===== src/rtl/xip_defines.svh =====
`ifndef XIP_DEFINES_SVH
`define XIP_DEFINES_SVH

// Cache geometry, 32 lines of 8 bytes over a 16 MB flash window
`define XIP_LINES       32
`define XIP_OFF_BITS    3
`define XIP_IDX_BITS    5
`define XIP_TAG_BITS    16
`define XIP_LINE_BITS   64

// Start-up sequence steps
`define XIP_INIT_FIRST  8'd36
`define XIP_INIT_LAST   8'd58

// Fetch sequence steps
`define XIP_RUN_FIRST   8'd4
`define XIP_DATA_FIRST  8'd17
`define XIP_DATA_LAST   8'd32
`define XIP_RUN_LAST    8'd33

// Continuous read mode byte, sent as two nibbles
`define XIP_MODE_HI     4'hA
`define XIP_MODE_LO     4'h5

// Pins between accesses, IO1 released and WP/HOLD held high
`define XIP_FDOE_IDLE   4'b1101
`define XIP_FDO_IDLE    4'b1111

`endif


===== src/rtl/xip_pkg.sv =====
`include "xip_defines.svh"

package xip_pkg;

	// Cache view of a flash byte address
	typedef struct packed {
		logic [`XIP_TAG_BITS-1:0] tag;
		logic [`XIP_IDX_BITS-1:0] idx;
		logic [`XIP_OFF_BITS-1:0] off;
	} xip_addr_s;

	// Same 24 bits, flat for the flash side
	typedef union packed {
		logic [`XIP_TAG_BITS+`XIP_IDX_BITS+`XIP_OFF_BITS-1:0] flat;
		xip_addr_s f;
	} xip_addr_u;

	typedef enum logic [1:0] {
		st_reset,
		st_init,
		st_rdy,
		st_run
	} xip_state_e;

endpackage


===== src/rtl/qspi_seq.sv =====
`timescale 1ns/1ns
`include "xip_defines.svh"

module qspi_seq
	import xip_pkg::*;
(
	input  logic                      HCLK,
	input  logic                      HRESETn,
	input  xip_state_e                state,
	input  logic [7:0]                step,
	input  xip_addr_u                 fetch_addr,
	input  logic [3:0]                fdi,
	output logic [3:0]                fdo,
	output logic [3:0]                fdoe,
	output logic                      fcen,
	output logic                      fsclk,
	output logic [`XIP_LINE_BITS-1:0] line_data
);
	// Quad I/O fast read
	localparam logic [7:0] cmd_qread = 8'hEB;

	logic [3:0] nxt_fdo;
	logic [3:0] nxt_fdoe;
	logic       nxt_fcen;
	logic       nxt_clken;
	logic       clken;
	logic [2:0] cmd_bit;
	logic [2:0] addr_nib;
	logic [3:0] cap_idx;
	logic [5:0] cap_pos;

	assign cmd_bit  = 3'(step - (`XIP_INIT_FIRST + 8'd2));
	assign addr_nib = 3'(step - `XIP_RUN_FIRST);

	always_comb
	begin
		nxt_fcen  = 1'b1;
		nxt_clken = 1'b0;
		nxt_fdoe  = `XIP_FDOE_IDLE;
		nxt_fdo   = `XIP_FDO_IDLE;
		if (state == st_init)
		begin
			if (step == `XIP_INIT_FIRST + 8'd1)
				nxt_fcen = 1'b0;
			else if (step >= `XIP_INIT_FIRST + 8'd2 && step <= `XIP_INIT_FIRST + 8'd9)
			begin
				// Command goes out serially on IO0, MSB first
				nxt_fcen  = 1'b0;
				nxt_clken = 1'b1;
				nxt_fdo   = {3'b111, cmd_qread[3'd7 - cmd_bit]};
			end
			else if (step >= `XIP_INIT_FIRST + 8'd10 && step <= `XIP_INIT_FIRST + 8'd17)
			begin
				// Dummy address zero, then the mode byte
				nxt_fcen  = 1'b0;
				nxt_clken = 1'b1;
				nxt_fdoe  = 4'b1111;
				if (step == `XIP_INIT_FIRST + 8'd16)
					nxt_fdo = `XIP_MODE_HI;
				else if (step == `XIP_INIT_FIRST + 8'd17)
					nxt_fdo = `XIP_MODE_LO;
				else
					nxt_fdo = 4'h0;
			end
			else if (step >= `XIP_INIT_FIRST + 8'd18 && step < `XIP_INIT_LAST)
			begin
				nxt_fcen  = 1'b0;
				nxt_clken = 1'b1;
				nxt_fdoe  = 4'b0000;
				nxt_fdo   = 4'h0;
			end
		end
		else if (state == st_run)
		begin
			if (step >= `XIP_RUN_FIRST && step <= `XIP_RUN_FIRST + 8'd7)
			begin
				nxt_fcen  = 1'b0;
				nxt_clken = 1'b1;
				nxt_fdoe  = 4'b1111;
				if (step == `XIP_RUN_FIRST + 8'd6)
					nxt_fdo = `XIP_MODE_HI;
				else if (step == `XIP_RUN_FIRST + 8'd7)
					nxt_fdo = `XIP_MODE_LO;
				else
					nxt_fdo = fetch_addr.flat[4 * (5 - addr_nib) +: 4];
			end
			else if (step > `XIP_RUN_FIRST + 8'd7 && step < `XIP_DATA_LAST)
			begin
				// Dummy nibbles and then the line, pins released to the flash
				nxt_fcen  = 1'b0;
				nxt_clken = 1'b1;
				nxt_fdoe  = 4'b0000;
				nxt_fdo   = 4'h0;
			end
		end
	end

	always_ff @(negedge HCLK or negedge HRESETn)
	begin
		if (!HRESETn)
		begin
			fdo   <= 4'b1111;
			fdoe  <= 4'b0000;
			fcen  <= 1'b1;
			clken <= 1'b0;
		end
		else
		begin
			fdo   <= nxt_fdo;
			fdoe  <= nxt_fdoe;
			fcen  <= nxt_fcen;
			clken <= nxt_clken;
		end
	end

	assign fsclk = clken & HCLK;

	// High nibble of each byte first, bytes in ascending order
	assign cap_idx = 4'(step - `XIP_DATA_FIRST);
	assign cap_pos = {cap_idx[3:1], ~cap_idx[0], 2'b00};

	always_ff @(negedge HCLK)
	begin
		if (state == st_run && step >= `XIP_DATA_FIRST && step <= `XIP_DATA_LAST)
			line_data[cap_pos +: 4] <= fdi;
	end

endmodule


===== src/rtl/qspi_xip_top.sv =====
`timescale 1ns/1ns
`include "xip_defines.svh"

module qspi_xip_top
	import xip_pkg::*;
(
	input  logic        HCLK,
	input  logic        HRESETn,
	input  logic        HSEL,
	input  logic        HREADY,
	input  logic        HWRITE,
	input  logic [1:0]  HTRANS,
	input  logic [2:0]  HSIZE,
	input  logic [31:0] HADDR,
	output logic        HREADYOUT,
	output logic [31:0] HRDATA,
	input  logic [3:0]  fdi,
	output logic [3:0]  fdo,
	output logic [3:0]  fdoe,
	output logic        fsclk,
	output logic        fcen
);
	xip_addr_u                 aph_addr;
	xip_addr_u                 fetch_addr;
	xip_state_e                state;
	logic [7:0]                step;
	logic                      hit;
	logic                      fill;
	logic [`XIP_LINE_BITS-1:0] line_data;

	// Flash reads always start on a line boundary
	assign fetch_addr = {aph_addr.f.tag, aph_addr.f.idx, {`XIP_OFF_BITS{1'b0}}};

	xip_ctrl u_xip_ctrl (
		.HCLK      (HCLK),
		.HRESETn   (HRESETn),
		.HSEL      (HSEL),
		.HREADY    (HREADY),
		.HTRANS    (HTRANS),
		.HADDR     (HADDR[23:0]),
		.hit       (hit),
		.aph_addr  (aph_addr),
		.state     (state),
		.step      (step),
		.fill      (fill),
		.HREADYOUT (HREADYOUT)
	);

	xip_cache u_xip_cache (
		.HCLK      (HCLK),
		.HRESETn   (HRESETn),
		.HADDR     (HADDR[23:0]),
		.aph_addr  (aph_addr),
		.fill      (fill),
		.line_data (line_data),
		.hit       (hit),
		.HRDATA    (HRDATA)
	);

	qspi_seq u_qspi_seq (
		.HCLK       (HCLK),
		.HRESETn    (HRESETn),
		.state      (state),
		.step       (step),
		.fetch_addr (fetch_addr),
		.fdi        (fdi),
		.fdo        (fdo),
		.fdoe       (fdoe),
		.fcen       (fcen),
		.fsclk      (fsclk),
		.line_data  (line_data)
	);

endmodule


===== src/rtl/xip_cache.sv =====
`timescale 1ns/1ns
`include "xip_defines.svh"

module xip_cache
	import xip_pkg::*;
(
	input  logic                      HCLK,
	input  logic                      HRESETn,
	input  logic [23:0]               HADDR,
	input  xip_addr_u                 aph_addr,
	input  logic                      fill,
	input  logic [`XIP_LINE_BITS-1:0] line_data,
	output logic                      hit,
	output logic [31:0]               HRDATA
);
	logic [`XIP_LINE_BITS-1:0] data_mem [`XIP_LINES];
	logic [`XIP_TAG_BITS-1:0]  tag_mem  [`XIP_LINES];
	logic [`XIP_LINES-1:0]     valid;
	xip_addr_u                 live_addr;
	logic                      aph_hit;
	logic [`XIP_LINE_BITS-1:0] src_line;

	assign live_addr = HADDR;

	// Lookup for the address phase on the bus
	assign hit = valid[live_addr.f.idx] &&
		(tag_mem[live_addr.f.idx] == live_addr.f.tag);

	// Lookup for the registered data phase
	assign aph_hit = valid[aph_addr.f.idx] &&
		(tag_mem[aph_addr.f.idx] == aph_addr.f.tag);

	always_ff @(posedge HCLK or negedge HRESETn)
	begin
		if (!HRESETn)
			valid <= '0;
		else if (fill)
			valid[aph_addr.f.idx] <= 1'b1;
	end

	always_ff @(posedge HCLK)
	begin
		if (fill)
		begin
			tag_mem[aph_addr.f.idx]  <= aph_addr.f.tag;
			data_mem[aph_addr.f.idx] <= line_data;
		end
	end

	// At the end of a miss the line comes straight from the sequencer
	assign src_line = aph_hit ? data_mem[aph_addr.f.idx] : line_data;

	assign HRDATA = aph_addr.f.off[2] ? src_line[63:32] : src_line[31:0];

endmodule


===== src/rtl/xip_ctrl.sv =====
`timescale 1ns/1ns
`include "xip_defines.svh"

module xip_ctrl
	import xip_pkg::*;
(
	input  logic        HCLK,
	input  logic        HRESETn,
	input  logic        HSEL,
	input  logic        HREADY,
	input  logic [1:0]  HTRANS,
	input  logic [23:0] HADDR,
	input  logic        hit,
	output xip_addr_u   aph_addr,
	output xip_state_e  state,
	output logic [7:0]  step,
	output logic        fill,
	output logic        HREADYOUT
);
	xip_state_e next_state;
	logic [7:0] next_step;
	logic       transfer;
	logic       pending;

	// NONSEQ or SEQ accepted this cycle
	assign transfer = HSEL & HREADY & HTRANS[1];

	assign fill = (state == st_run) && (step == `XIP_RUN_LAST);

	always_ff @(posedge HCLK)
	begin
		if (HSEL && HREADY)
			aph_addr <= HADDR;
	end

	// Transfers that arrive before the flash is ready wait here
	always_ff @(posedge HCLK or negedge HRESETn)
	begin
		if (!HRESETn)
			pending <= 1'b0;
		else if (transfer && (state == st_reset || state == st_init))
			pending <= 1'b1;
		else if (state == st_run)
			pending <= 1'b0;
	end

	always_comb
	begin
		case (state)
			st_reset: next_state = st_init;
			st_init:  next_state = (step == `XIP_INIT_LAST) ? st_rdy : st_init;
			st_rdy:   next_state = ((transfer && !hit) || pending) ? st_run : st_rdy;
			st_run:   next_state = (step == `XIP_RUN_LAST) ? st_rdy : st_run;
			default:  next_state = st_reset;
		endcase
	end

	always_ff @(posedge HCLK or negedge HRESETn)
	begin
		if (!HRESETn)
			state <= st_reset;
		else
			state <= next_state;
	end

	// Step counter runs on the falling edge, half a cycle ahead of the pins
	always_comb
	begin
		case (state)
			st_reset: next_step = `XIP_INIT_FIRST;
			st_init:  next_step = step + 8'd1;
			st_rdy:   next_step = `XIP_RUN_FIRST;
			st_run:   next_step = step + 8'd1;
			default:  next_step = `XIP_INIT_FIRST;
		endcase
	end

	always_ff @(negedge HCLK or negedge HRESETn)
	begin
		if (!HRESETn)
			step <= `XIP_INIT_FIRST;
		else
			step <= next_step;
	end

	// Hits finish at once, misses stall until the line is written
	always_ff @(posedge HCLK or negedge HRESETn)
	begin
		if (!HRESETn)
			HREADYOUT <= 1'b1;
		else if (transfer)
			HREADYOUT <= hit;
		else if (fill)
			HREADYOUT <= 1'b1;
	end

endmodule


===== config.mk =====
export PLATFORM = sky130hd
export DESIGN_NAME = qspi_xip_top
export DESIGN_NICKNAME = d
export VERILOG_FILES = /design/src/rtl/xip_pkg.sv /design/src/rtl/qspi_seq.sv /design/src/rtl/qspi_xip_top.sv /design/src/rtl/xip_cache.sv /design/src/rtl/xip_ctrl.sv
export VERILOG_INCLUDE_DIRS = /design/src /design/src/rtl
export SDC_FILE = /design/constraint.sdc
export NUM_CORES = 2
export LEC_CHECK = 0
export BUFFER_PORTS_ARGS = -buffer_cell sky130_fd_sc_hd__buf_2
export CAP_MARGIN = 20
export CORE_MARGIN = 3
export CORE_UTILIZATION = 45
export CTS_CLUSTER_DIAMETER = 30
export DETAILED_ROUTE_END_ITERATION = 10
export PLACE_DENSITY = 0.71
export SETUP_SLACK_MARGIN = 0.02
export SYNTH_ARGS = -nofsm -noshare
export SYNTH_HDL_FRONTEND = slang
export SYNTH_SLANG_ARGS = --single-unit

===== constraint.sdc =====
create_clock -name HCLK -period 14.2 [get_ports HCLK]
set_input_delay 1.42 -clock HCLK [delete_from_list [all_inputs] [get_ports HCLK]]
set_output_delay 1.42 -clock HCLK [all_outputs]
set_load 0.03 [all_outputs]

### Word-level counts from Yosys, hierarchy flattened

Memory sizes are Yosys's and may differ from the RTL's. A register that Yosys moved wholly into a read port is not among the register bits.
Index checks and enable logic that the tools add are counted.

* add/sub/neg operators: 7
* magnitude comparators: 16
* equality and inequality tests: 12
* shift-type cells: 3
* multiplexer cells: 59
* bitwise gates (word level): 5
* reductions and logical operators: 21

Operator list (number)
* two-way mux 4 bit: 19
* bitwise mux 64 bit: 1
* two-way mux 64 bit: 1
* variable shift 4 x 8 -> 64 bit, first input constant: 1
* indexed part select 4 x 8 -> 64 bit: 1
* equality test 8 x 6 -> 1 bit, second input constant: 5
* indexed part select 24 x 33 -> 4 bit: 1
* equality test 16 bit: 2
* two-way mux 32 bit: 1
* bitwise OR 32 bit: 1
* two-way mux 1 bit: 28
* greater-or-equal comparator 8 x 6 -> 1 bit, second input constant: 3
* <= comparator 8 x 6 -> 1 bit, second input constant: 3
* case mux 8 bit (3 select lines): 1
* equality test 8 x 4 -> 1 bit, second input constant: 2
* less-than comparator 8 x 6 -> 1 bit, second input constant: 2
* logical AND 1 bit: 14
* less-than comparator 5 x 6 -> 1 bit, second input constant: 2
* binary-select mux 1 bit (select 5 bit): 2
* two-way mux 5 bit: 2
* adder 8 x 1 -> 8 bit, second input constant: 1
* greater-or-equal comparator 8 x 3 -> 1 bit, second input constant: 1
* greater-or-equal comparator 8 x 5 -> 1 bit, second input constant: 1
* greater-than comparator 8 x 4 -> 1 bit, second input constant: 1
* other kinds (21): 27

* register bits after elaboration: 142
* RAM bits: 2560
* bits in read-only memories: 8
* input bits: 46
* output and inout port bits: 43
* memories: 3

Memories
* u_xip_cache.data_mem: words 32, bits a word 64, read ports 1, clocked after Yosys merged registers in 1, write ports 1, RTL line xip_cache.sv:16 `` logic [`XIP_LINE_BITS-1:0] data_mem [`XIP_LINES]; ``
* u_xip_cache.tag_mem: words 32, bits a word 16, read ports 2, clocked after Yosys merged registers in 1, write ports 1, RTL line xip_cache.sv:17 `` logic [`XIP_TAG_BITS-1:0] tag_mem [`XIP_LINES]; ``
* (no name shown): words 8, bits a word 1, read ports 1, clocked after Yosys merged registers in 0, write ports 0, RTL line qspi_seq.sv:50 `nxt_fdo = {3'b111, cmd_qread[3'd7 - cmd_bit]};`

### Logic depth before layout (Yosys ltp)

* word-level depth: 8
* depth in mapped cells: 16

### Cells and area by module

Synthesis repeated with hierarchy kept, for this count alone.

* cells, all modules: 4943
* area total of the unflattened synthesis: 107743.3 um^2

By module, submodules not included
* xip_cache: instances 1, cells an instance 4537, area each 102741.0 um^2, sequential area each 77674.5 um^2
* qspi_seq: instances 1, cells an instance 319, area each 3671.0 um^2, sequential area each 2128.3 um^2
* xip_ctrl: instances 1, cells an instance 86, area each 1327.5 um^2, sequential area each 1024.7 um^2
* qspi_xip_top: instances 1, cells an instance 1, area each 3.8 um^2, sequential area each 0.0 um^2

==> run metrics <==
Post-DP Area=0.114 mm2; Pins Over Slew Limit=0; largest net degree at the start of global routing=162; CTS clk-pin slew, worst paths=0.04 ns; Req. time, crit path=14.86 ns; Post-Route WL=296 mm; DP Cell Count=7873; Reg area=0.0809 mm2; post-synthesis sequential area ratio=74.4%; worst skew pair latency=1.13 ns; Post-synth EDFFs=2646; Mapped Cells=4750; postcts setup bufs=0; # hold bufs at CTS=0; leakage dissipation=42.7 nW; layout cells sized above 1=36.8%; vias per cell=6.39; syn nets=4806; chip height=497 um; slew margin rel.=20.2%; CP arrival=12.61 ns; I/O pin count=89; Resized cells post-CTS=0; row count=179; IO Port Bufs=73; worst-margin pin slew=1.19 ns; Async SR Flop Fraction=1.92%; max_cap viols=0; Overflow after GRT=0; Avg Inst Size Synth=22.9 um2; startpoint types=flop; GRT Total Usage=23.7%; final net count=5330; flops & latches, synth=2703; die area=0.247 mm2; DR pass1 iterations=5; non-filler cells, final=8836; ANT nets after route=0; Tot Pwr=21.6 mW; area occupied by multi-input gates=0.0268 mm2; worst hold slack=0.420 ns; HPWL after DPL=142 mm; worst-path maximum fanout=29; Antenna diodes=0; most frequent cells in the layout=edfxtp_1, mux4_2, clkbuf_16, buf_4, mux2i_1; CTS tree=yes; Worst IR Drop VDD=117 uV; Final Setup Violations=0; Starting Density=45.5%; Netlist Area Pre-Place=0.109 mm2; most common cell after layout, fill and taps aside=edfxtp_1; count of final hold-check violations=0; Initial DRC Count=7578; Fill cells=16900; Die W=497 um; top_reg_cell synth=edfxtp_1; vias in the first global route=58500; run status=finished clean; HP Class=input port to asynchronous set/reset pin; global-route wire length before repair=425 mm; skew final=0.134 ns; P per Cell Area=165 mW/mm2; initial antenna violation count=8; RSZ-0062 raised after global routing=false; final instance area=0.131 mm2; CORE AREA=0.239 mm2; critical path class=flop to flop; CP endpoint kind=flop; GPL Wtd Cong=0.865; Synth-to-Final Area Change=20.5%; DR vias=56400; detail-routed net length per standard cell=33.5 um; TNS Setup=0 ns; Yosys warnings=0; Yosys cell types=63; DRC violations left=0
[worst paths after layout]
kind | cells past startpoint | slack, ns | from | end
hold / removal | 1 | 0.42 | HRESETn | u_xip_cache.valid[15]$_DFFE_PN0P_
setup reg to reg | 6 | 2.24 | u_xip_ctrl.step[5]$_DFF_NN1_ | u_xip_cache.data_mem[18][3]$_DFFE_PP_
max in group asynchronous | 2 | 5.70 | HRESETn | u_xip_ctrl.step[2]$_DFF_NN1_
min in group HCLK | 1 | 0.48 | HADDR[2] | u_xip_ctrl.aph_addr[2]$_DFFE_PP_
hold reg to reg | 1 | 0.49 | u_xip_cache.valid[26]$_DFFE_PN0P_ | u_xip_cache.valid[26]$_DFFE_PN0P_
setup / recovery | 6 | 2.24 | u_xip_ctrl.step[5]$_DFF_NN1_ | u_xip_cache.data_mem[18][3]$_DFFE_PP_
[where the power goes]
part           leakage [nW]  switching [mW]  internal [mW]
clock network          8.56            4.02           7.87
logic                  9.66           0.540          0.512
registers              24.5          0.0253           8.68
[routing by layer]
metal | global-route usage, % | routed length [um]
met1 | 31.9 | 108000
met2 | 37.7 | 144000
met3 | 5.25 | 30600
met4 | 9.49 | 12900
met5 | 0 | 27
[Yosys cell counts, types with 25 or more instances]
| master | instances | area [um2] |
|---|---|---|
| edfxtp_1 | 2646 | 79500 |
| mux4_2 | 921 | 20700 |
| clkbuf_1 | 143 | 537 |
| mux2i_1 | 127 | 1270 |
| nor2_1 | 125 | 469 |
| nand2_1 | 99 | 372 |
| buf_2 | 74 | 370 |
| mux2_2 | 49 | 552 |
| nand3_1 | 40 | 200 |
| o21ai_0 | 39 | 195 |
| buf_1 | 38 | 143 |
| dfrtp_1 | 35 | 876 |
| or2_2 | 33 | 206 |
| and2_1 | 32 | 200 |
| mux2_1 | 27 | 304 |
| a22oi_1 | 25 | 188 |
[cell type report]
cell class / count / area share (%)
Timing Repair Buffer: 245 / 1.70
Tap cell: 3167 / 3.02
Multi-Input combinational cell: 1761 / 20.5
Clock buffer: 550 / 9.83
Sequential cell: 2703 / 61.7
Inverter: 10 / 0.0344
Clock inverter: 400 / 3.20
[cells by family after synthesis]
kind of cell | share of synthesized area, %
flip-flops | 74.4
adder cells (fa/ha/maj) | 0.115
multiplexers | 21.0
XOR/XNOR | 0.363
AO/OA/AOI/OAI | 1.10
AND/OR/NAND/NOR | 1.81
buffers and inverters | 1.17
[critical path, stage by stage (launching register included)]
cell and delay [ns]:
dfstp_2 0.58, nor3b_1 0.67, nand3_1 0.28, nor2_1 0.30
nand3b_1 0.70, nor2_4 1.14, buf_4 0.74
[metrics by stage]
step	worst slack (ns)	utilization [%]
4_1_cts	2.40	54.7
5_1_grt	2.12	54.8
3_3_place_gp	2.51	47.5
3_5_place_dp	2.45	47.5
2_1_floorplan	1.41	-
6_report	2.24	54.8
[state kept, by name, summed over array words and instances (netlist names), named ones only]
signal / flops
u_xip_cache.valid: 32
u_qspi_seq.line_data: 64
u_xip_ctrl.state: 2
u_xip_ctrl.pending: 1
u_xip_cache.data_mem: 2048
u_qspi_seq.fcen: 1
u_qspi_seq.fdoe: 2
u_xip_ctrl.HREADYOUT: 1
u_xip_cache.tag_mem: 512
u_qspi_seq.clken: 1
u_qspi_seq.fdo: 4
u_xip_ctrl.step: 8
u_xip_ctrl.aph_addr: 22
Note: power is estimated with default switching activity, not from simulation.
